<file path="src/rtl/cacheCtrlPkg.sv">
package cacheCtrlPkg;

  // request FSM
  typedef enum logic [1:0] {
    Idle,
    Compare,
    Miss,
    GetData
  } cacheState_e;

  // replacement lfsr start value, must be nonzero
  localparam logic [15:0] LfsrSeed = 16'hB5A3;

endpackage

</file>
<file path="src/rtl/cacheGeomPkg.sv">
package cacheGeomPkg;

  // byte address and data word
  localparam int AddrWidth = 32;
  localparam int XLen = 64;

  // line layout, four words per line
  localparam int BeatsPerLine = 4;
  localparam int BeatCntWidth = $clog2(BeatsPerLine);
  localparam int LineWidth = XLen * BeatsPerLine;
  localparam int OffsetWidth = $clog2(LineWidth / 8);

  // array shape
  localparam int IndexWidth = 6;
  localparam int Sets = 1 << IndexWidth;
  localparam int Ways = 2;

  // whatever is left above index and offset
  localparam int TagWidth = AddrWidth - IndexWidth - OffsetWidth;

endpackage

</file>
<file path="src/rtl/cacheFillIf.sv">
`timescale 1ns/1ps

interface cacheFillIf import cacheGeomPkg::*; ();

  // level, high for the whole Miss state
  logic start;
  logic [AddrWidth-1:0] lineAddr;

  // burst request went out this cycle
  logic reqSent;
  // last beat taken this cycle
  logic beatDone;
  logic [LineWidth-1:0] line;

  modport ctrl (output start, lineAddr, input reqSent, beatDone, line);

  modport refill (input start, lineAddr, output reqSent, beatDone, line);

endinterface

</file>
<file path="src/rtl/cacheLookupIf.sv">
`timescale 1ns/1ps

interface cacheLookupIf import cacheGeomPkg::*; ();

  // read side, index taken straight from the pipeline address
  logic [IndexWidth-1:0] rdIndex;
  logic rdEn;
  logic [TagWidth-1:0] cmpTag;

  // line install after refill
  logic fillEn;
  logic [IndexWidth-1:0] fillIndex;
  logic [LineWidth-1:0] fillLine;

  // per-way results of the last read
  logic [Ways-1:0] wayHit;
  logic [Ways-1:0][LineWidth-1:0] wayData;

  modport ctrl (
    output rdIndex, rdEn, cmpTag, fillEn, fillIndex, fillLine,
    input wayHit, wayData
  );

  modport store (
    input rdIndex, rdEn, cmpTag, fillEn, fillIndex, fillLine,
    output wayHit, wayData
  );

endinterface

</file>
<file path="src/rtl/cacheCtrl.sv">
`timescale 1ns/1ps

module cacheCtrl import cacheGeomPkg::*, cacheCtrlPkg::*; (
  input logic clk,
  input logic rst_n,
  input logic [AddrWidth-1:0] addr_i,
  input logic valid_i,
  input logic stall_n_i,
  output logic addr_ok_o,
  output logic data_ok_o,
  output logic data_notok_o,
  output logic [XLen-1:0] rd_data_o,
  cacheLookupIf.ctrl lookup,
  cacheFillIf.ctrl fill
);

  cacheState_e state;
  cacheState_e nextState;
  logic [AddrWidth-1:0] reqLatch;
  logic refillFlag;
  logic hit;
  logic accept;
  logic [BeatCntWidth-1:0] wordSel;
  logic [LineWidth-1:0] srcLine;

  // fresh refill counts as a hit for one Compare cycle
  assign hit = (|lookup.wayHit) || refillFlag;

  // stall_n low blocks any accept
  assign addr_ok_o = stall_n_i && (state == Idle || (state == Compare && hit));
  assign accept = valid_i && addr_ok_o;

  assign data_ok_o = (state == Compare) && hit;
  assign data_notok_o = (state == Compare && !hit) || state == Miss || state == GetData;

  always_comb begin
    nextState = state;
    case (state)
      Idle: begin
        if (accept) begin
          nextState = Compare;
        end
      end
      Compare: begin
        if (!hit) begin
          nextState = Miss;
        end else if (!accept) begin
          nextState = Idle;
        end
      end
      // wait here until the burst request is taken
      Miss: begin
        if (fill.reqSent) begin
          nextState = GetData;
        end
      end
      GetData: begin
        if (fill.beatDone) begin
          nextState = Compare;
        end
      end
      default: nextState = Idle;
    endcase
  end

  always_ff @(posedge clk or negedge rst_n) begin
    if (!rst_n) begin
      state <= Idle;
      refillFlag <= 1'b0;
    end else begin
      state <= nextState;
      refillFlag <= lookup.fillEn;
    end
  end

  always_ff @(posedge clk) begin
    if (accept) begin
      reqLatch <= addr_i;
    end
  end

  // array read overlaps compare of the previous request
  assign lookup.rdEn = accept;
  assign lookup.rdIndex = addr_i[OffsetWidth +: IndexWidth];
  assign lookup.cmpTag = reqLatch[AddrWidth-1 -: TagWidth];

  // install on the last beat edge
  assign lookup.fillEn = (state == GetData) && fill.beatDone;
  assign lookup.fillIndex = reqLatch[OffsetWidth +: IndexWidth];
  assign lookup.fillLine = fill.line;

  assign fill.start = (state == Miss);
  assign fill.lineAddr = {reqLatch[AddrWidth-1:OffsetWidth], {OffsetWidth{1'b0}}};

  // word pick, offset bits 4:3
  assign wordSel = reqLatch[OffsetWidth-1 -: BeatCntWidth];

  always_comb begin
    if (refillFlag) begin
      srcLine = fill.line;
    end else if (lookup.wayHit[1]) begin
      srcLine = lookup.wayData[1];
    end else begin
      srcLine = lookup.wayData[0];
    end
  end

  assign rd_data_o = srcLine[wordSel*XLen +: XLen];

endmodule

</file>
<file path="src/flat_wrapper.sv">
// flat-port wrapper written by rule: the top's interface ports become plain ports
module cacheCtrl_flat import cacheGeomPkg::*, cacheCtrlPkg::*;
  (clk, rst_n, addr_i, valid_i, stall_n_i, addr_ok_o, data_ok_o, data_notok_o, rd_data_o, lookup_rdIndex, lookup_rdEn, lookup_cmpTag, lookup_fillEn, lookup_fillIndex, lookup_fillLine, lookup_wayHit, lookup_wayData, fill_start, fill_lineAddr, fill_reqSent, fill_beatDone, fill_line);
  cacheLookupIf lookup_i ();
  cacheFillIf fill_i ();
  input logic clk;
  input logic rst_n;
  input logic [AddrWidth-1:0] addr_i;
  input logic valid_i;
  input logic stall_n_i;
  output logic addr_ok_o;
  output logic data_ok_o;
  output logic data_notok_o;
  output logic [XLen-1:0] rd_data_o;
  output wire logic [$bits(lookup_i.rdIndex)-1:0] lookup_rdIndex;
  output wire logic [$bits(lookup_i.rdEn)-1:0] lookup_rdEn;
  output wire logic [$bits(lookup_i.cmpTag)-1:0] lookup_cmpTag;
  output wire logic [$bits(lookup_i.fillEn)-1:0] lookup_fillEn;
  output wire logic [$bits(lookup_i.fillIndex)-1:0] lookup_fillIndex;
  output wire logic [$bits(lookup_i.fillLine)-1:0] lookup_fillLine;
  input wire logic [$bits(lookup_i.wayHit)-1:0] lookup_wayHit;
  input wire logic [$bits(lookup_i.wayData)-1:0] lookup_wayData;
  output wire logic [$bits(fill_i.start)-1:0] fill_start;
  output wire logic [$bits(fill_i.lineAddr)-1:0] fill_lineAddr;
  input wire logic [$bits(fill_i.reqSent)-1:0] fill_reqSent;
  input wire logic [$bits(fill_i.beatDone)-1:0] fill_beatDone;
  input wire logic [$bits(fill_i.line)-1:0] fill_line;
  assign lookup_rdIndex = lookup_i.rdIndex;
  assign lookup_rdEn = lookup_i.rdEn;
  assign lookup_cmpTag = lookup_i.cmpTag;
  assign lookup_fillEn = lookup_i.fillEn;
  assign lookup_fillIndex = lookup_i.fillIndex;
  assign lookup_fillLine = lookup_i.fillLine;
  assign lookup_i.wayHit = lookup_wayHit;
  assign lookup_i.wayData = lookup_wayData;
  assign fill_start = fill_i.start;
  assign fill_lineAddr = fill_i.lineAddr;
  assign fill_i.reqSent = fill_reqSent;
  assign fill_i.beatDone = fill_beatDone;
  assign fill_i.line = fill_line;
  cacheCtrl u_core (.clk(clk), .rst_n(rst_n), .addr_i(addr_i), .valid_i(valid_i), .stall_n_i(stall_n_i), .addr_ok_o(addr_ok_o), .data_ok_o(data_ok_o), .data_notok_o(data_notok_o), .rd_data_o(rd_data_o), .lookup(lookup_i), .fill(fill_i));
endmodule
</file>
<file path="config.mk">
export PLATFORM = sky130hd
export DESIGN_NAME = cacheCtrl_flat
export DESIGN_NICKNAME = d
export VERILOG_FILES = /design/src/rtl/cacheCtrlPkg.sv /design/src/rtl/cacheGeomPkg.sv /design/src/rtl/cacheFillIf.sv /design/src/rtl/cacheLookupIf.sv /design/src/rtl/cacheCtrl.sv /design/src/flat_wrapper.sv
export SDC_FILE = /design/constraint.sdc
export NUM_CORES = 1
export LEC_CHECK = 0
export ABC_AREA = 1
export CAP_MARGIN = 30
export CORE_AREA = 2 2 473 475
export DETAILED_ROUTE_END_ITERATION = 6
export DIE_AREA = 0 0 475 477
export DONT_BUFFER_PORTS = 1
export GPL_ROUTABILITY_DRIVEN = 0
export PLACE_DENSITY_LB_ADDON = 0.3
export SLEW_MARGIN = 10
export SYNTH_ARGS = -nofsm -noshare
export SYNTH_HDL_FRONTEND = slang
export SYNTH_SLANG_ARGS = --single-unit
</file>
<file path="constraint.sdc">
create_clock -name clk -period 1.9 [get_ports clk]
set_input_delay 0.095 -clock clk [delete_from_list [all_inputs] [get_ports clk]]
set_output_delay 0.095 -clock clk [all_outputs]
set_load 0.01 [all_outputs]
</file>
==> results of run 1 <==
layer usage:
layer | up-vias | GRT usage [%] | wire [um]
met1 | 6605 | 16.9 | 68000
li1 | 5639 | - | -
met5 | - | 0.171 | 530
met4 | 72 | 4.19 | 6190
met2 | 1322 | 21.2 | 70100
met3 | 336 | 5.05 | 17600
final cells by class:
cell class	instances	area [um^2]	area share (%)
Multi-Input combinational cell	1249	7830	45.6
Inverter	77	339	1.97
Sequential cell	32	947	5.52
Antenna cell	90	225	1.31
Clock inverter	2	12.5	0.0729
Timing Repair Buffer	276	3940	22.9
Clock buffer	5	125	0.729
Tap cell	2975	3720	21.7
Timing Repair inverter	1	30.0	0.175
layout by cell type (no fill, tap or decap), drive strengths merged:
master / Yosys / final
a21boi: 2 / 2
a21oi: 1 / 1
and3: 1 / 1
buf: 452 / 238
bufbuf: 0 / 4
clkbuf: 24 / 8
clkinv: 0 / 3
clkinvlp: 0 / 1
conb: 1 / 5
dfrtp: 3 / 3
diode: 0 / 90
dlygate4sd3: 0 / 31
edfxtp: 29 / 29
ha: 5 / 5
inv: 77 / 76
nand2: 587 / 587
nand3: 387 / 387
nand4: 1 / 1
nor2: 3 / 3
o211ai: 256 / 256
o22ai: 1 / 1
synthesized netlist by cell type (all sizes together):
| library cell | instances | area (um^2) |
|---|---|---|
| edfxtp | 29 | 871 |
| buf | 452 | 3250 |
| dfrtp | 3 | 75.1 |
| nand2 | 587 | 2200 |
| nor2 | 3 | 11.3 |
| ha | 5 | 62.6 |
| a21oi | 1 | 5.00 |
| and3 | 1 | 6.26 |
| inv | 77 | 292 |
| conb | 1 | 3.75 |
| o211ai | 256 | 1920 |
| a21boi | 2 | 15.0 |
| nand3 | 387 | 1940 |
| nand4 | 1 | 6.26 |
| clkbuf | 24 | 90.1 |
| o22ai | 1 | 6.26 |
worst max-delay path, stage by stage:
cell	delay, ns
clkinv_8	0.35
buf_4	0.41
nand2_1	0.20
nand3_4	0.19
o211ai_1	0.20
nand3_1	0.11
nand2_1	0.05
inv_1	0.10
buf_12	0.12
power groups by stage:
stage / clock (mW) / sequential [mW] / combinational, mW
final: 0.808 / 1.13 / 8.53
after global routing: 0.844 / 1.14 / 9.12
after CTS: 0.832 / 1.13 / 8.67
after detailed placement: 0 / 1.13 / 6.96
after global placement: 0 / 1.14 / 6.93
after floorplan: 0 / 0.973 / 3.71
state kept, by name, indices dropped and copies added, names as in the netlist:
register and flops:
u_core.refillFlag 1, u_core.reqLatch 29, u_core.state 2
path summary, 6_finish.rpt:
path / startpoint / to / slack [ns]
max: lookup_wayHit[1] / rd_data_o[25] / -0.49
min: rst_n / u_core.state[0] / 0.12
max reg2reg: u_core.refillFlag / u_core.reqLatch[21] / 0.14
min reg2reg: u_core.state[1] / u_core.state[1] / 0.54
max in group asynchronous: rst_n / u_core.refillFlag / 1.54
min in group clk: valid_i / u_core.state[0] / 0.12
kinds of logic after synthesis:
logic type               after synthesis
other                                  1
adder cells (fa/ha/maj)                5
buffers and inverters                553
AND/OR/NAND/NOR                      979
AO/OA/AOI/OAI                        260
flip-flops                            32
what timing repair did:
action	CTS	global route
hold endpoints to repair	33	0
pin swaps	73	22
cloned	14	3
hold buffers	31	0
resized for setup	431	23
endpoints found under the setup margin	65	65
buffers inserted	58	5
through the flow:
| step | setup slack [ns] | instance area [um^2] | hold slack (ns) | power (mW) |
|---|---|---|---|---|
| final | -0.487 | 17200 | 0.116 | 10.5 |
| after global routing | -0.504 | 17100 | 0.130 | 11.1 |
| after CTS | -0.502 | 16700 | 0.101 | 10.6 |
| after detailed placement | -0.636 | 13300 | -0.199 | 8.09 |
| after global placement | -0.621 | 13300 | -0.199 | 8.07 |
| after floorplan | 0.224 | 10800 | -0.201 | 4.68 |
==> flow_summary.yaml, run 1 <==
run_status:
  status: "finished with violations"
  violations: "negative setup slack"
final_layout:
  synthToLayoutAreaGrowth_pct: 59.7
  post-route-util_pct: 7.75
  fin_cells: 4707
  final.fill_count: 26100
  final_nets: 2455
  drive_gt1_share_pct: 28.8
global_routing:
  overflow: 0
  grt_usage_pct: 13.5
  grt_pass1_wl_um: 187000
  grt_max_degree: 259
  antenna_found_initial: 177
  grt_pass1_vias: 13200
power:
  netSwitchingPower_mw: 5.75
  leakagePower_nw: 6.55
  comb_power_share_pct: 81.5
  power_frac_seq_pct: 10.8
  cellPowerDensity_nw_per_um2: 610
  power.share.clock_pct: 7.7
  p_int_mw: 4.72
  swShare_pct: 55.0
  peakVddDrop_mv: 0.654
placement:
  portBuffers: 0
  place_inst: 4504
  dp_hpwl_um: 144000
sta:
  clock.fmax_mhz: 419
  slew_headroom_pct: 38.2
  setup_viol: 64
  slew_violations: 0
  fin_crit_ns: 2.39
  rsz0062_at_grt: "true"
  tightest_slew_ns: 0.927
  period_share_pct: 126
  tns_ns: -18.47
  skew_ns: 0.00797
  layout_setup_ws_ns: -0.487
  hold_viol: 0
critical_path:
  start_kind: "primary input"
  required_ns: 1.80
  crit_type: "in2out"
  arrival_ns: 2.29
  r2r_cells: 8
  cp-end-kind: "primary output"
  crit_fanout: 258
clock_network:
  htreeDepth: 2
  cts.path.max_buffers: 2
  root_buffer: "clkbuf_16"
  cts_tree: "done"
  clkLatencyLatePin_ns: 0.29
  numCtsBuffers: 5
  clkSlewWorstSetupHoldPaths_ns: 0.05
  numClockSinks: 32
synthesis:
  postSynthRegisterBits: 32
  ys_types: 21
  seq_area_frac_synth_pct: 8.80
  synth.avg_cell_area_um2: 5.88
  synthSimpleGateAreaFrac_pct: 38.7
  synth_compound_area_share_pct: 18.1
  yosys_warnings: 0
  synth_xor_area_share_pct: 0
  syn_area_um2: 10800
  synth-adder-area-share_pct: 0.582
  synth_top_family_by_area: "simple AND/OR/NAND/NOR gates"
  synthMuxAreaShare_pct: 0
  syn_inst: 1830
drt:
  drt-total-wl_um: 162000
  drtIter0Drc: 1233
  num_vias: 14000
  drcViolationCount: 0
  ant_nets: 0
  wl_per_cell_um: 34.5
  drt_first_pass_iters: 6
  viasPerCell: 2.97
hold_path:
  hold_class: "in2async"
floorplan:
  core_um2: 221000
  die_w_um: 475
  dieArea_um2: 227000
  initial_core_util_pct: 4.86
  io_pins: 1199
  num_rows: 173
  die_y_um: 477
flow_run:
  max-cap-violations: 0
Power figures use the tool's default switching activity.
==> inputs of run 2 (changes only) <==
--- a/config.mk
+++ b/config.mk
@@ -6,9 +6,8 @@
 export NUM_CORES = 1
 export LEC_CHECK = 0
-export ABC_AREA = 1
 export CAP_MARGIN = 30
-export CORE_AREA = 2 2 473 475
+export CORE_AREA = 2 2 461 463
 export DETAILED_ROUTE_END_ITERATION = 6
-export DIE_AREA = 0 0 475 477
+export DIE_AREA = 0 0 463 465
 export DONT_BUFFER_PORTS = 1
 export GPL_ROUTABILITY_DRIVEN = 0
==> constraint.sdc (replaced) <==
create_clock -name clk -period 1.9 [get_ports clk]
set_input_delay 0.38 -clock clk [delete_from_list [all_inputs] [get_ports clk]]
set_output_delay 0.38 -clock clk [all_outputs]
set_load 0.01 [all_outputs]
==> run 2 against run 1 <==
Against the previous run: the flow still finishes with violations (negative setup slack); routed wire length is 5.7% lower; setup slack got worse by 0.32 ns; register-to-register slack lost 0.27 ns; flip-flop and latch count stayed put; critical path type unchanged.
==> flow_summary.yaml, run 2 <==
run_status:
  status: "finished with violations"
  violations: "negative setup slack"
sta:
  fin_crit_ns: 2.71
  clock.fmax_mhz: 369
  skew_ns: 0.00874
  rsz0062_at_grt: "true"
  period_share_pct: 143
  hold_ws_ns: 0.174
  layout_setup_ws_ns: -0.809
  setup_viol: 89
  slew_headroom_pct: 8.72
  hold_viol: 0
  tightest_slew_ns: 1.37
  slew_violations: 0
  tns_ns: -44.50
floorplan:
  dieArea_um2: 215000
  core_um2: 211000
  initial_core_util_pct: 4.84
  die_w_um: 463
  io_pins: 1199
  die_y_um: 465
  num_rows: 169
synthesis:
  postSynthRegisterBits: 32
  yosys_warnings: 0
  synthTopCellsByCount: "buf_4, mux2i_1, mux2_2, nand2_1"
  synth.avg_cell_area_um2: 8.62
  synth_compound_area_share_pct: 18.4
  synth_xor_area_share_pct: 0
  syn_area_um2: 10200
  syn_inst: 1183
  synthMuxAreaShare_pct: 39.5
  synth_edf_count: 29
  synth_ff_type: "edfxtp_1"
  seq_area_frac_synth_pct: 9.28
  synth_top_family_by_area: "multiplexers"
  synth_top_area_cell: "mux2i_1"
  ys_async_sr_fraction_pct: 9.38
  ys_types: 27
  synthSimpleGateAreaFrac_pct: 2.88
  synth.most_common_cell: "buf_4"
  synth_area_leaders: "mux2i_1, buf_4, mux2_2"
  synth-adder-area-share_pct: 0.614
  synth_top_area_share_pct: 25.3
drt:
  drcViolationCount: 0
  drt_first_pass_iters: 5
  drtIter0Drc: 454
  drt-total-wl_um: 153000
  num_vias: 10100
  viasPerCell: 2.63
  ant_nets: 0
  wl_per_cell_um: 39.8
clock_network:
  clkLatencyLatePin_ns: 0.30
  root_buffer: "clkbuf_16"
  cts.path.max_buffers: 2
  clkSlewWorstSetupHoldPaths_ns: 0.06
  cts_tree: "done"
  numClockSinks: 32
  numCtsBuffers: 5
  htreeDepth: 2
final_layout:
  top_register: "u_core.reqLatch"
  largest_reg_flops: 29
  final_nets: 1775
  post-route-util_pct: 6.90
  fin_cells: 3851
  largestRegisters: "u_core.reqLatch (29), u_core.state (2), u_core.refillFlag (1)"
  final_common_cell: "mux2i_1"
  synthToLayoutAreaGrowth_pct: 42.6
  fin_area_um2: 14500
  mostFrequentLayoutCells: "mux2i_1, mux2_2, buf_4"
  drive_gt1_share_pct: 46.0
placement:
  placed_cell_area_um2: 12400
  pre_cts_ws_ns: -0.720
  dp_hpwl_um: 137000
  place_inst: 3738
  portBuffers: 0
critical_path:
  path_common_cell: "buf_4"
  cp_slowest_cell: "mux2i_1"
  reg2reg_from: "u_core.refillFlag"
  cp_cell_sequence: "mux2i_1 > o22ai_1 > a211oi_1 > buf_4 > a31oi_1 > buf_4"
  arrival_ns: 2.33
  cp-end-kind: "primary output"
  crit_fanout: 258
  crit_path_max_incr_delay_ns: 0.57
  setup.worst_path.start: "lookup_wayHit[1]"
  start_kind: "primary input"
  crit_type: "in2out"
  required_ns: 1.52
global_routing:
  grt_max_degree: 259
  grt_usage_pct: 13.4
  grt_pass1_wl_um: 177000
  grt_pass1_vias: 10300
  antenna_found_initial: 243
  overflow: 0
flow_run:
  max-cap-violations: 0
power:
  cellPowerDensity_nw_per_um2: 538
  peakVddDrop_mv: 0.448
  leakagePower_nw: 4.38
  p_total_mw: 7.82
hold_path:
  hp-start: "addr_i[4]"
  hold_class: "in2reg"
-- run 2: metal layers --
metal,wire [um],GRT usage [%],part of all wire [%]
met3,19800,7.58,13
met5,774,0.176,0.51
met4,4410,2.18,2.9
met1,56700,14.6,37
met2,71300,23.0,47
-- run 2: where the power goes --
group | internal [mW] | switching (mW)
sequential | 0.889 | 0.165
clock | 0.477 | 0.356
combinational | 2.65 | 3.28
total | 4.02 | 3.80
-- run 2: kinds of logic after synthesis --
family / after synthesis
and+or+nand+nor: 75
buffers and inverters: 424
other: 1
adders and majority gates: 5
muxes: 386
DFF: 32
AOI/OAI and AO/OA: 260
-- run 2: cell type report --
class                           instances  area [um^2]
Antenna cell                           68          170
Clock buffer                            5          125
Clock inverter                          2         12.5
Fill cell                           24700       196000
Inverter                                4         15.0
Multi-Input combinational cell        731         7430
Sequential cell                        32          950
Tap cell                             2821         3530
Timing Repair Buffer                  188         2310
-- run 2: path summary, 6_finish.rpt --
kind,cells after the start,slack [ns],end
min in group asynchronous,1,0.39,u_core.state[0]
hold reg to reg,2,0.69,u_core.state[0]
max in group asynchronous,1,1.28,u_core.refillFlag
setup / recovery,6,-0.81,rd_data_o[23]
setup reg to reg,7,-0.13,u_core.reqLatch[11]
hold / removal,0,0.17,u_core.reqLatch[4]
-- run 2: what timing repair did --
action | in CTS | in global routing
hold buffers | 1 | 0
pin swaps | 49 | 21
hold endpoints to repair | 3 | 0
setup endpoints to repair | 69 | 90
buffers inserted | 20 | 17
gates resized for setup | 202 | 49
gates cloned | 9 | 3
-- run 2: worst max-delay path: cells and delay by family --
family | cells | cell delay [ns]
AOI/OAI and AO/OA | 3 | 0.40
buffers and inverters | 2 | 0.35
muxes | 1 | 0.57
