==> config.mk <==
export PLATFORM = sky130hd
export DESIGN_NAME = cacheRefill_flat
export DESIGN_NICKNAME = d
export VERILOG_FILES = /design/src/rtl/cacheGeomPkg.sv /design/src/rtl/cacheFillIf.sv /design/src/rtl/cacheRefill.sv /design/src/flat_wrapper.sv
export SDC_FILE = /design/constraint.sdc
export NUM_CORES = 1
export LEC_CHECK = 0
export BUFFER_PORTS_ARGS = -buffer_cell sky130_fd_sc_hd__clkbuf_2
export CAP_MARGIN = 10
export CORE_MARGIN = 1.5
export CORE_UTILIZATION = 35
export DETAILED_ROUTE_END_ITERATION = 12
export SYNTH_ARGS = -nofsm -noshare
export SYNTH_HDL_FRONTEND = slang
export SYNTH_SLANG_ARGS = --single-unit
==> constraint.sdc <==
create_clock -name clk -period 2.4 [get_ports clk]
set_input_delay 0.36 -clock clk [delete_from_list [all_inputs] [get_ports clk]]
set_output_delay 0.36 -clock clk [all_outputs]
set_load 0.005 [all_outputs]
==> src/rtl/cacheGeomPkg.sv <==
package cacheGeomPkg;

  // byte address and data word
  localparam int AddrWidth = 32;
  localparam int XLen = 64;

  // line layout, four words per line
  localparam int BeatsPerLine = 4;
  localparam int BeatCntWidth = $clog2(BeatsPerLine);
  localparam int LineWidth = XLen * BeatsPerLine;
  localparam int OffsetWidth = $clog2(LineWidth / 8);

  // array shape
  localparam int IndexWidth = 6;
  localparam int Sets = 1 << IndexWidth;
  localparam int Ways = 2;

  // whatever is left above index and offset
  localparam int TagWidth = AddrWidth - IndexWidth - OffsetWidth;

endpackage

==> src/rtl/cacheFillIf.sv <==
`timescale 1ns/1ps

interface cacheFillIf import cacheGeomPkg::*; ();

  // level, high for the whole Miss state
  logic start;
  logic [AddrWidth-1:0] lineAddr;

  // burst request went out this cycle
  logic reqSent;
  // last beat taken this cycle
  logic beatDone;
  logic [LineWidth-1:0] line;

  modport ctrl (output start, lineAddr, input reqSent, beatDone, line);

  modport refill (input start, lineAddr, output reqSent, beatDone, line);

endinterface

==> src/rtl/cacheRefill.sv <==
`timescale 1ns/1ps

module cacheRefill import cacheGeomPkg::*; (
  input logic clk,
  input logic rst_n,
  input logic axiRdReady_i,
  input logic [XLen-1:0] rdData_i,
  input logic dataValid_i,
  input logic rdLast_i,
  output logic cacheRdValid_o,
  output logic [AddrWidth-1:0] cacheAddr_o,
  cacheFillIf.refill fill
);

  logic busy;
  logic beatTake;
  logic [BeatCntWidth-1:0] beatCnt;
  logic [LineWidth-1:0] lineBuf;
  logic [LineWidth-1:0] lineNext;

  // one-cycle request, memory ready seen during Miss
  assign cacheRdValid_o = fill.start && axiRdReady_i;
  assign cacheAddr_o = fill.lineAddr;
  assign fill.reqSent = cacheRdValid_o;

  // beats only count once the burst is out
  assign beatTake = busy && dataValid_i;
  assign fill.beatDone = beatTake && rdLast_i;

  // buffer with the incoming beat merged in
  // so the install edge already sees the full line
  always_comb begin
    lineNext = lineBuf;
    if (beatTake) begin
      lineNext[beatCnt*XLen +: XLen] = rdData_i;
    end
  end

  assign fill.line = lineNext;

  always_ff @(posedge clk or negedge rst_n) begin
    if (!rst_n) begin
      busy <= 1'b0;
      beatCnt <= '0;
    end else begin
      if (cacheRdValid_o) begin
        busy <= 1'b1;
      end else if (fill.beatDone) begin
        busy <= 1'b0;
      end
      // counter parked at zero while waiting for ready
      if (fill.start) begin
        beatCnt <= '0;
      end else if (beatTake) begin
        beatCnt <= beatCnt + 1'b1;
      end
    end
  end

  always_ff @(posedge clk) begin
    lineBuf <= lineNext;
  end

endmodule

==> src/flat_wrapper.sv <==
// flat-port wrapper written by rule: the top's interface ports become plain ports
module cacheRefill_flat import cacheGeomPkg::*;
  (clk, rst_n, axiRdReady_i, rdData_i, dataValid_i, rdLast_i, cacheRdValid_o, cacheAddr_o, fill_start, fill_lineAddr, fill_reqSent, fill_beatDone, fill_line);
  cacheFillIf fill_i ();
  input logic clk;
  input logic rst_n;
  input logic axiRdReady_i;
  input logic [XLen-1:0] rdData_i;
  input logic dataValid_i;
  input logic rdLast_i;
  output logic cacheRdValid_o;
  output logic [AddrWidth-1:0] cacheAddr_o;
  input wire logic [$bits(fill_i.start)-1:0] fill_start;
  input wire logic [$bits(fill_i.lineAddr)-1:0] fill_lineAddr;
  output wire logic [$bits(fill_i.reqSent)-1:0] fill_reqSent;
  output wire logic [$bits(fill_i.beatDone)-1:0] fill_beatDone;
  output wire logic [$bits(fill_i.line)-1:0] fill_line;
  assign fill_i.start = fill_start;
  assign fill_i.lineAddr = fill_lineAddr;
  assign fill_reqSent = fill_i.reqSent;
  assign fill_beatDone = fill_i.beatDone;
  assign fill_line = fill_i.line;
  cacheRefill u_core (.clk(clk), .rst_n(rst_n), .axiRdReady_i(axiRdReady_i), .rdData_i(rdData_i), .dataValid_i(dataValid_i), .rdLast_i(rdLast_i), .cacheRdValid_o(cacheRdValid_o), .cacheAddr_o(cacheAddr_o), .fill(fill_i));
endmodule
==> results of run 1 <==
-- cell families (layout without fill, tap and decap cells) --
| logic type | after synthesis | after routing |
|---|---|---|
| compound gates | 261 | 261 |
| flops | 259 | 259 |
| buf+inv | 129 | 481 |
| simple gates | 81 | 82 |
| fa+ha+maj | 5 | 5 |
-- state kept, by name, indices dropped and copies added (netlist names) --
name,count
u_core.busy,1
u_core.lineBuf,256
u_core.beatCnt,2
-- routing by layer --
layer / part of all wire / wire length, µm / GRT usage
met1: 0.40 / 14700 / 0.304
met2: 0.49 / 18000 / 0.417
met3: 0.083 / 3050 / 0.0635
met4: 0.025 / 911 / 0.0815
met5: 0 / 0 / 0
-- critical path, delay by kind of cell, from the launching register on --
kind,cells,cell delay (ns)
adder cells (fa/ha/maj),1,0.30
flip-flops,1,0.37
buffers and inverters,3,0.42
AND/OR/NAND/NOR,1,0.51
AO/OA/AOI/OAI,1,0.19
-- where the power goes --
part / switching (W) / internal, W
Clock: 0.00174 / 0.00243
Combinational: 0.00107 / 0.00102
Sequential: 0.000122 / 0.00467
-- cell usage in the layout, fill, tap and decap left out, drive strengths merged --
cell type / instances
a21bo: 2
clkbuf: 283
nor2b: 27
dlygate4sd3: 1
o21bai: 1
buf: 185
a32o: 218
and4b: 2
nand3b: 1
and2b: 1
dfxtp: 256
nand3: 6
inv: 4
and2: 3
clkinvlp: 3
dfrtp: 3
ha: 5
and3: 1
or4b: 1
nand4: 38
nor4bb: 2
bufinv: 1
a21oi: 2
clkinv: 4
o2bb2ai: 38
-- layout make-up --
type                    instances  area (µm²)  share of cell area
repair buffers                428        3640               0.262
flip-flops and latches        259        5200               0.374
clock buffers                  41         808              0.0581
well taps                     335         419              0.0301
inverters                       3        11.3            0.000810
multi-input cells             348        3740               0.269
clock inverters                 9        81.3             0.00585
-- repair_timing --
item,CTS,global route
hold buffers,1,0
buffers inserted,31,7
endpoints found under the hold margin,3,0
endpoints found under the setup margin,256,256
gates cloned,24,9
pin swaps,106,72
gates resized for setup,118,250
-- stage by stage --
| step | area (µm²) | setup WS [ns] |
|---|---|---|
| floorplan | 9170 | 0.273 |
| global route | 13900 | -0.381 |
| global placement | 11100 | 0.121 |
| finish | 13900 | -0.301 |
| CTS | 13400 | -0.306 |
| detailed placement | 11100 | 0.0578 |
-- how the worst max path moves through the flow --
stage | start | to | slack, ns | cells after the start
floorplan | u_core.beatCnt[0] | fill_line[153] | 0.27 | 6
global placement | u_core.beatCnt[1] | fill_line[184] | 0.12 | 6
detailed placement | u_core.beatCnt[1] | fill_line[138] | 0.06 | 6
CTS | u_core.beatCnt[1] | fill_line[184] | -0.31 | 6
global route | u_core.beatCnt[1] | fill_line[159] | -0.38 | 6
finish | u_core.beatCnt[1] | fill_line[138] | -0.30 | 6
==> flow_summary.json, run 1 <==
{
  "run_status": "complete, but fails checks",
  "vias": 8250,
  "timing.critical_path.fanout_max": 18,
  "slowest_delay_ns": 0.51,
  "setup_violations": 256,
  "synthDistinctLibCells": 26,
  "ys_seq_area_frac": 0.567,
  "clock_sinks": 259,
  "synth_top_cell_area_share": 0.559,
  "dieWidth_um": 165,
  "grt_pass1_wl_mm": 50.3,
  "critical_path_required_ns": 2.04,
  "antenna_found_initial": 0,
  "finalCriticalPeriod_ns": 2.70,
  "leakage_nw": 6.46,
  "critPathSlowestCell": "or4b_4",
  "root_buffer": "clkbuf_16",
  "reg2reg_from": "u_core.beatCnt[0]",
  "cts_tree": "built",
  "via_per_inst": 5.80,
  "grt-ovfl-total": 0,
  "yosys.cell_count.top_type": "dfxtp_1",
  "first_pass_iters": 5,
  "drc": 0,
  "worst_slew_pin_slew_ns": 0.398,
  "fin_hold_ws_ns": 0.0390,
  "cts_buffer_depth": 3,
  "hold_start": "fill_start",
  "io_pins": 393,
  "syn-cell-area_um2": 9170,
  "cp-start-kind": "flop",
  "antenna_left": 0,
  "io_buffers": 328,
  "track_usage": 0.246,
  "endpoint_kind": "output pin",
  "cts.clk_slew.worst_paths_ns": 0.06,
  "num_antenna_cells": 0,
  "synth_compound_area_frac": 0.292,
  "period_share": 1.13,
  "final-hold-violation-count": 0,
  "numCtsBuffers": 27,
  "final_nets": 1174,
  "hold_end": "u_core.beatCnt[1]",
  "hold_class": "input pin to flop",
  "cp_cell_sequence": "inv_2, ha_4, or4b_4, buf_8, o2bb2ai_2, clkbuf_2",
  "layout_setup_ws_ns": -0.301,
  "vdd_drop_max_v": 0.000724,
  "post-route-util": 0.537,
  "gp_congestion": 0.770,
  "rr_worst_depth": 8,
  "num_rows": 59,
  "violations": "setup timing",
  "yosys.area_share.simple": 0.0584,
  "synth-edff-count": 0,
  "synthAdderAreaFrac": 0.00683,
  "synth_top_family_by_area": "compound AO/OA/AOI/OAI gates",
  "dp_cells": 1311,
  "fillCellCount": 2222,
  "grt_max_degree": 36,
  "grt_pass1_vias": 7983,
  "hold_depth": 2,
  "clock_latency_ns": 0.54,
  "rsz0062_at_grt": "true",
  "slew_viol_final": 0,
  "timing.slew.headroom": 0.734,
  "wl_per_cell_um": 25.8,
  "reg2reg_slack_ns": 0.57,
  "powerDensity_nw_per_um2": 794,
  "clock_skew_ns": 0.00895,
  "cap_violations": 0,
  "syn_nets": 842,
  "final-instance-count-excl-fill": 1423,
  "ys_ff_latch": 259,
  "h-tree-depth": 1,
  "hpwl_mm": 21.0,
  "routed_wl_mm": 36.7,
  "fp.dieH_um": 165,
  "syn_inst": 735,
  "ys_top_cells_by_area": "dfxtp_1, a32o_1, o2bb2ai_2",
  "yosys_warnings": 0,
  "area_delta_synth_final_pct": 51.7,
  "synth_commonest_cells": "dfxtp_1, a32o_1, clkbuf_1, buf_4, nand4_1",
  "synth-xor-area-share": 0,
  "synth-main-ff-cell": "dfxtp_1",
  "async_flop_share": 0.0116,
  "max_freq_mhz": 370,
  "finalPower_w": 0.0110,
  "timing.rr.end": "u_core.lineBuf[98]",
  "dieArea_um2": 27200,
  "core_area_um2": 25900,
  "synth.largest_area_cell": "dfxtp_1",
  "criticalPathCategory": "flop to output pin",
  "synth_mux_area_frac": 0,
  "drt-initial-drc-count": 555,
  "setup-tns-final_ns": -53.26,
  "synth_area_per_cell_um2": 12.5,
  "start_util": 0.354,
  "drive_gt1_frac": 0.613,
  "crit_arrival_ns": 2.34
}
(Power assumes the default switching activity.)
==> run 2, diff against run 1 <==
--- a/config.mk
+++ b/config.mk
@@ -10,6 +10,8 @@
 export CORE_MARGIN = 1.5
 export CORE_UTILIZATION = 35
 export DETAILED_ROUTE_END_ITERATION = 12
+export MAX_ROUTING_LAYER = met4
 export SYNTH_ARGS = -nofsm -noshare
 export SYNTH_HDL_FRONTEND = slang
 export SYNTH_SLANG_ARGS = --single-unit
+export TNS_END_PERCENT = 30
==> run 2 against run 1 <==
  * The flow still finishes with violations (setup timing)
  * Final area shrank 4.6%
  * Sequential power is essentially flat
  * Critical path depth unchanged
  * Largest power group unchanged
  * Non-clock buffer count down 26
  * Die area unchanged
  * Sequential share of layout area grew 1.8 points
  * Routed wire length shrank 6.0%
  * Core utilization down 2.5 points
  * Final cell count fell by 1.8%
==> flow_summary.json, run 2 (synthesized netlist as in run 1, its figures left out) <==
{
  "run_status": "complete, but fails checks",
  "violations": "setup timing",
  "cts.clk_slew.worst_paths_ns": 0.06,
  "drt-initial-drc-count": 538,
  "io_buffers": 328,
  "cts_tree": "built",
  "power.switching_w": 0.00294,
  "mostFrequentLayoutCells": "clkbuf_2, dfxtp_1, a32o_2, a32o_1, buf_6",
  "multi_input_area_um2": 3710,
  "reg2reg_slack_ns": 0.58,
  "clockPowerShare": 0.376,
  "routed_wl_mm": 34.4,
  "worst_slew_pin_slew_ns": 0.381,
  "endpoint_kind": "output pin",
  "p_int_w": 0.00814,
  "num_rows": 59,
  "reg_top3": "u_core.lineBuf (256), u_core.beatCnt (2), u_core.busy (1)",
  "clock_latency_ns": 0.54,
  "finalCriticalPeriod_ns": 2.70,
  "reg2reg_from": "u_core.beatCnt[1]",
  "layout_commonest_cell": "clkbuf_2",
  "regMostFlops": "u_core.lineBuf",
  "path_delay_family": "simple AND/OR/NAND/NOR gates",
  "grt_pass1_vias": 7715,
  "max_freq_mhz": 370,
  "timing.slew.headroom": 0.746,
  "gp_congestion": 0.780,
  "powerDensity_nw_per_um2": 835,
  "grt_max_degree": 46,
  "criticalPathCategory": "flop to output pin",
  "vdd_drop_max_v": 0.000729,
  "leakage_nw": 6.13,
  "fp.dieH_um": 165,
  "hold_start": "fill_start",
  "period_share": 1.13,
  "grt_pass1_wl_mm": 47.2,
  "io_pins": 393,
  "vias": 8027,
  "rsz0062_at_grt": "true",
  "antenna_found_initial": 0,
  "drive_gt1_frac": 0.597,
  "hpwl_mm": 21.0,
  "cp_cell_sequence": "inv_2, ha_4, or4b_4, buf_12, o2bb2ai_2, clkbuf_2",
  "antenna_left": 0,
  "grt-ovfl-total": 0,
  "via_per_inst": 5.75,
  "setup-tns-final_ns": -48.04,
  "first_pass_iters": 5,
  "drc": 0,
  "critical_path_required_ns": 2.04,
  "cts_buffer_depth": 3,
  "core_area_um2": 25900,
  "finalPower_w": 0.0111,
  "p_seq_frac": 0.432,
  "layout_setup_ws_ns": -0.302,
  "largest_reg_flops": 256,
  "startpoint": "u_core.beatCnt[1]",
  "dieArea_um2": 27200,
  "timing.critical_path.fanout_max": 20,
  "num_antenna_cells": 0,
  "crit_buf_inv": 3,
  "track_usage": 0.236,
  "wl_per_cell_um": 24.7,
  "root_buffer": "clkbuf_16",
  "critPathSlowestCell": "or4b_4",
  "power_switching_share": 0.265,
  "cap_violations": 0,
  "setup_violations": 256,
  "hold_class": "input pin to flop",
  "fillCellCount": 2311,
  "final_nets": 1148,
  "regArea_um2": 5200,
  "slew_viol_final": 0,
  "final-hold-violation-count": 0,
  "crit_arrival_ns": 2.34,
  "numCtsBuffers": 27,
  "cp-start-kind": "flop",
  "clock_skew_ns": 0.00924,
  "h-tree-depth": 1,
  "power_frac_comb": 0.192,
  "slowest_delay_ns": 0.51,
  "start_util": 0.354,
  "dieWidth_um": 165,
  "area_delta_synth_final_pct": 44.8,
  "clock_sinks": 259
}
run 2: cell types whose count changed in the layout (fill, tap and decap cells not counted), sizes merged:
cell and change:
buf -55, clkbuf +29
run 2: metrics by stage:
step                setup slack [ns]  area, µm²  hold slack, ns  instances  utilization
floorplan                      0.273       9170          0.0644        735            -
global placement               0.121      11100           0.172       1311        0.429
detailed placement            0.0578      11100           0.173       1311        0.429
CTS                           -0.306      12700          0.0209       1384        0.489
global route                  -0.375      13300          0.0309       1397        0.512
finish                        -0.302      13300          0.0465       1397        0.512
run 2: layout make-up:
| type | count | share of cell area |
|---|---|---|
| sequential | 259 | 0.392 |
| multi-input combinational | 348 | 0.279 |
| timing repair buffer | 402 | 0.229 |
| clock buffer | 41 | 0.0609 |
| tap | 335 | 0.0316 |
| clock inverter | 9 | 0.00613 |
| inverter | 3 | 0.000849 |
run 2: layer usage:
metal	GRT usage	vias up	part of all wire
met4	0.0696	0	0.028
met5	-	-	0
li1	-	3606	-
met3	0.0510	67	0.071
met2	0.389	339	0.48
met1	0.288	4015	0.42
run 2: timing repair:
item | in CTS | in global routing
gates cloned | 9 | 7
pin swaps | 76 | 74
hold buffers | 1 | 0
endpoints found under the hold margin | 3 | 0
buffers inserted | 13 | 7
endpoints found under the setup margin | 256 | 256
gates resized for setup | 85 | 209
run 2: final timing paths:
path                                       endpoint  cells after the start
min in group asynchronous               u_core.busy                      2
worst min-delay path              u_core.beatCnt[0]                      2
worst max-delay path                 fill_line[162]                      6
max in group asynchronous               u_core.busy                      2
worst min register to register  u_core.lineBuf[216]                      1
worst max register to register    u_core.lineBuf[9]                      8
run 2: power by group through the flow:
stage	Combinational [W]	Sequential, W	Clock (W)
after global routing	0.00226	0.00482	0.00440
final	0.00213	0.00479	0.00416
after CTS	0.00190	0.00478	0.00422
after floorplan	0.000911	0.00483	0
after global placement	0.00166	0.00485	0
after detailed placement	0.00168	0.00487	0
run 2: worst reg2reg max path, stage by stage (launching register included):
cell and delay, ns:
dfrtp_1 0.40, inv_2 0.11, ha_4 0.23, nor4bb_4 0.27
buf_6 0.21, buf_12 0.14, buf_12 0.13, a32o_2 0.18
buf_4 0.10
==> run 3, diff against run 2 <==
--- a/config.mk
+++ b/config.mk
@@ -9,6 +9,7 @@
 export CAP_MARGIN = 10
 export CORE_MARGIN = 1.5
 export CORE_UTILIZATION = 35
+export CTS_BUF_LIST = sky130_fd_sc_hd__clkbuf_8 sky130_fd_sc_hd__clkbuf_16
 export DETAILED_ROUTE_END_ITERATION = 12
 export MAX_ROUTING_LAYER = met4
 export SYNTH_ARGS = -nofsm -noshare
==> run 3 against run 2 <==
  * The flow still finishes with violations (setup timing)
  * Clock-buffer cell count fell by 6
  * Critical path depth did not move
  * Routed wire length barely moved
  * Sequential power barely moved
  * Worst hold slack got worse by 0.0045 ns
  * Die area did not move
  * Clock power barely moved
  * Global-route usage did not move
  * Final cell count did not move
  * Final area did not move
==> flow_summary.json, run 3 (synthesized netlist as in run 1, its figures left out) <==
{
  "run_status": "complete, but fails checks",
  "violations": "setup timing",
  "dieWidth_um": 165,
  "max_freq_mhz": 370,
  "slew_viol_final": 0,
  "start_util": 0.354,
  "io_pins": 393,
  "reg2reg_from": "u_core.beatCnt[1]",
  "timing.slew.headroom": 0.746,
  "cp-start-kind": "flop",
  "critPathSlowestCell": "or4b_4",
  "placed_area_um2": 11100,
  "via_per_inst": 5.73,
  "num_antenna_cells": 0,
  "grt_pass1_wl_mm": 47.2,
  "hold_depth": 2,
  "layout_commonest_cell": "clkbuf_2",
  "rr_worst_depth": 8,
  "num_rows": 59,
  "layout_setup_ws_ns": -0.301,
  "finalCriticalPeriod_ns": 2.70,
  "area_delta_synth_final_pct": 44.8,
  "dieArea_um2": 27200,
  "first_pass_iters": 5,
  "hpwl_mm": 21.0,
  "antenna_left": 0,
  "fillCellCount": 2311,
  "hold_class": "input pin to flop",
  "multi_input_area_um2": 3710,
  "clock_latency_ns": 0.54,
  "routed_wl_mm": 34.4,
  "crit_buf_inv": 3,
  "antenna_found_initial": 0,
  "finalInstanceArea_um2": 13300,
  "regArea_um2": 5200,
  "criticalPathCategory": "flop to output pin",
  "core_area_um2": 25900,
  "worst_slew_pin_slew_ns": 0.382,
  "cp_cell_sequence": "inv_2, ha_4, or4b_4, buf_12, o2bb2ai_2, clkbuf_2",
  "vdd_drop_max_v": 0.000725,
  "fp.dieH_um": 165,
  "clock_sinks": 259,
  "setup-tns-final_ns": -47.99,
  "crit_arrival_ns": 2.34,
  "final_nets": 1148,
  "rsz0062_at_grt": "true",
  "grt-ovfl-total": 0,
  "wl_per_cell_um": 24.7,
  "cts_tree": "built",
  "reg_top3": "u_core.lineBuf (256), u_core.beatCnt (2), u_core.busy (1)",
  "period_share": 1.13,
  "largest_reg_flops": 256,
  "powerDensity_nw_per_um2": 833,
  "endpoint_kind": "output pin",
  "grt_pass1_vias": 7715,
  "drive_gt1_frac": 0.597,
  "hold_start": "fill_start",
  "track_usage": 0.236,
  "leakage_nw": 6.15,
  "critical_path_required_ns": 2.04,
  "cap_violations": 0,
  "mostFrequentLayoutCells": "clkbuf_2, dfxtp_1, a32o_2, a32o_1, buf_6",
  "drc": 0,
  "final-hold-violation-count": 0,
  "timing.critical_path.fanout_max": 20,
  "cts.clk_slew.worst_paths_ns": 0.06,
  "regMostFlops": "u_core.lineBuf",
  "setup_violations": 256,
  "drt-initial-drc-count": 527,
  "slowest_delay_ns": 0.51,
  "reg2reg_slack_ns": 0.58,
  "io_buffers": 328,
  "grt_max_degree": 46,
  "clock_skew_ns": 0.00998,
  "gp_congestion": 0.780,
  "hold_end": "u_core.beatCnt[1]",
  "root_buffer": "clkbuf_16",
  "timing.rr.end": "u_core.lineBuf[9]",
  "cts_buffer_depth": 3,
  "numCtsBuffers": 27,
  "h-tree-depth": 1,
  "vias": 8007,
  "path_delay_family": "simple AND/OR/NAND/NOR gates"
}
==> run 3: worst max path at each step <==
stage,from,endpoint,depth (start not counted)
finish,u_core.beatCnt[1],fill_line[162],6
global placement,u_core.beatCnt[1],fill_line[184],6
detailed placement,u_core.beatCnt[1],fill_line[138],6
CTS,u_core.beatCnt[1],fill_line[184],6
global route,u_core.beatCnt[1],fill_line[153],6
floorplan,u_core.beatCnt[0],fill_line[153],6
==> run 3: timing repair <==
| action | in CTS | in global routing |
|---|---|---|
| gates cloned | 9 | 7 |
| buffers inserted | 13 | 7 |
| endpoints found under the hold margin | 3 | 0 |
| setup endpoints to repair | 256 | 256 |
| hold buffers | 1 | 0 |
| pin swaps | 76 | 74 |
| resized for setup | 85 | 209 |
==> run 3: layout make-up <==
type,count,area share
Multi-Input combinational cell,348,0.279
Clock buffer,35,0.0592
Tap cell,335,0.0316
Clock inverter,15,0.00783
Sequential cell,259,0.392
Inverter,3,0.000849
Timing Repair Buffer,402,0.229
==> run 3: per-layer routing <==
| layer | vias to the layer above | share of wire | GRT usage | wire, µm |
|---|---|---|---|---|
| li1 | 3608 | - | - | - |
| met1 | 4001 | 0.42 | 0.288 | 14500 |
| met2 | 330 | 0.48 | 0.389 | 16500 |
| met3 | 68 | 0.070 | 0.0510 | 2430 |
| met4 | 0 | 0.028 | 0.0696 | 967 |
| met5 | - | 0 | - | 0 |
==> run 3: where the power goes <==
| group | switching, W | internal (W) | total [W] |
|---|---|---|---|
| clock network | 0.00174 | 0.00240 | 0.00414 |
| logic | 0.00108 | 0.00105 | 0.00212 |
| registers | 0.000126 | 0.00467 | 0.00479 |
| total | 0.00294 | 0.00811 | 0.0111 |
==> run 3: per-stage QoR <==
stage | setup WS, ns | util | power (W) | instances | hold WS, ns
3_3_place_gp | 0.121 | 0.429 | 0.00651 | 1311 | 0.172
2_1_floorplan | 0.273 | - | 0.00574 | 735 | 0.0644
4_1_cts | -0.306 | 0.489 | 0.0109 | 1384 | 0.0209
3_5_place_dp | 0.0578 | 0.429 | 0.00654 | 1311 | 0.173
5_1_grt | -0.375 | 0.512 | 0.0115 | 1397 | 0.0309
6_report | -0.301 | 0.512 | 0.0111 | 1397 | 0.0420
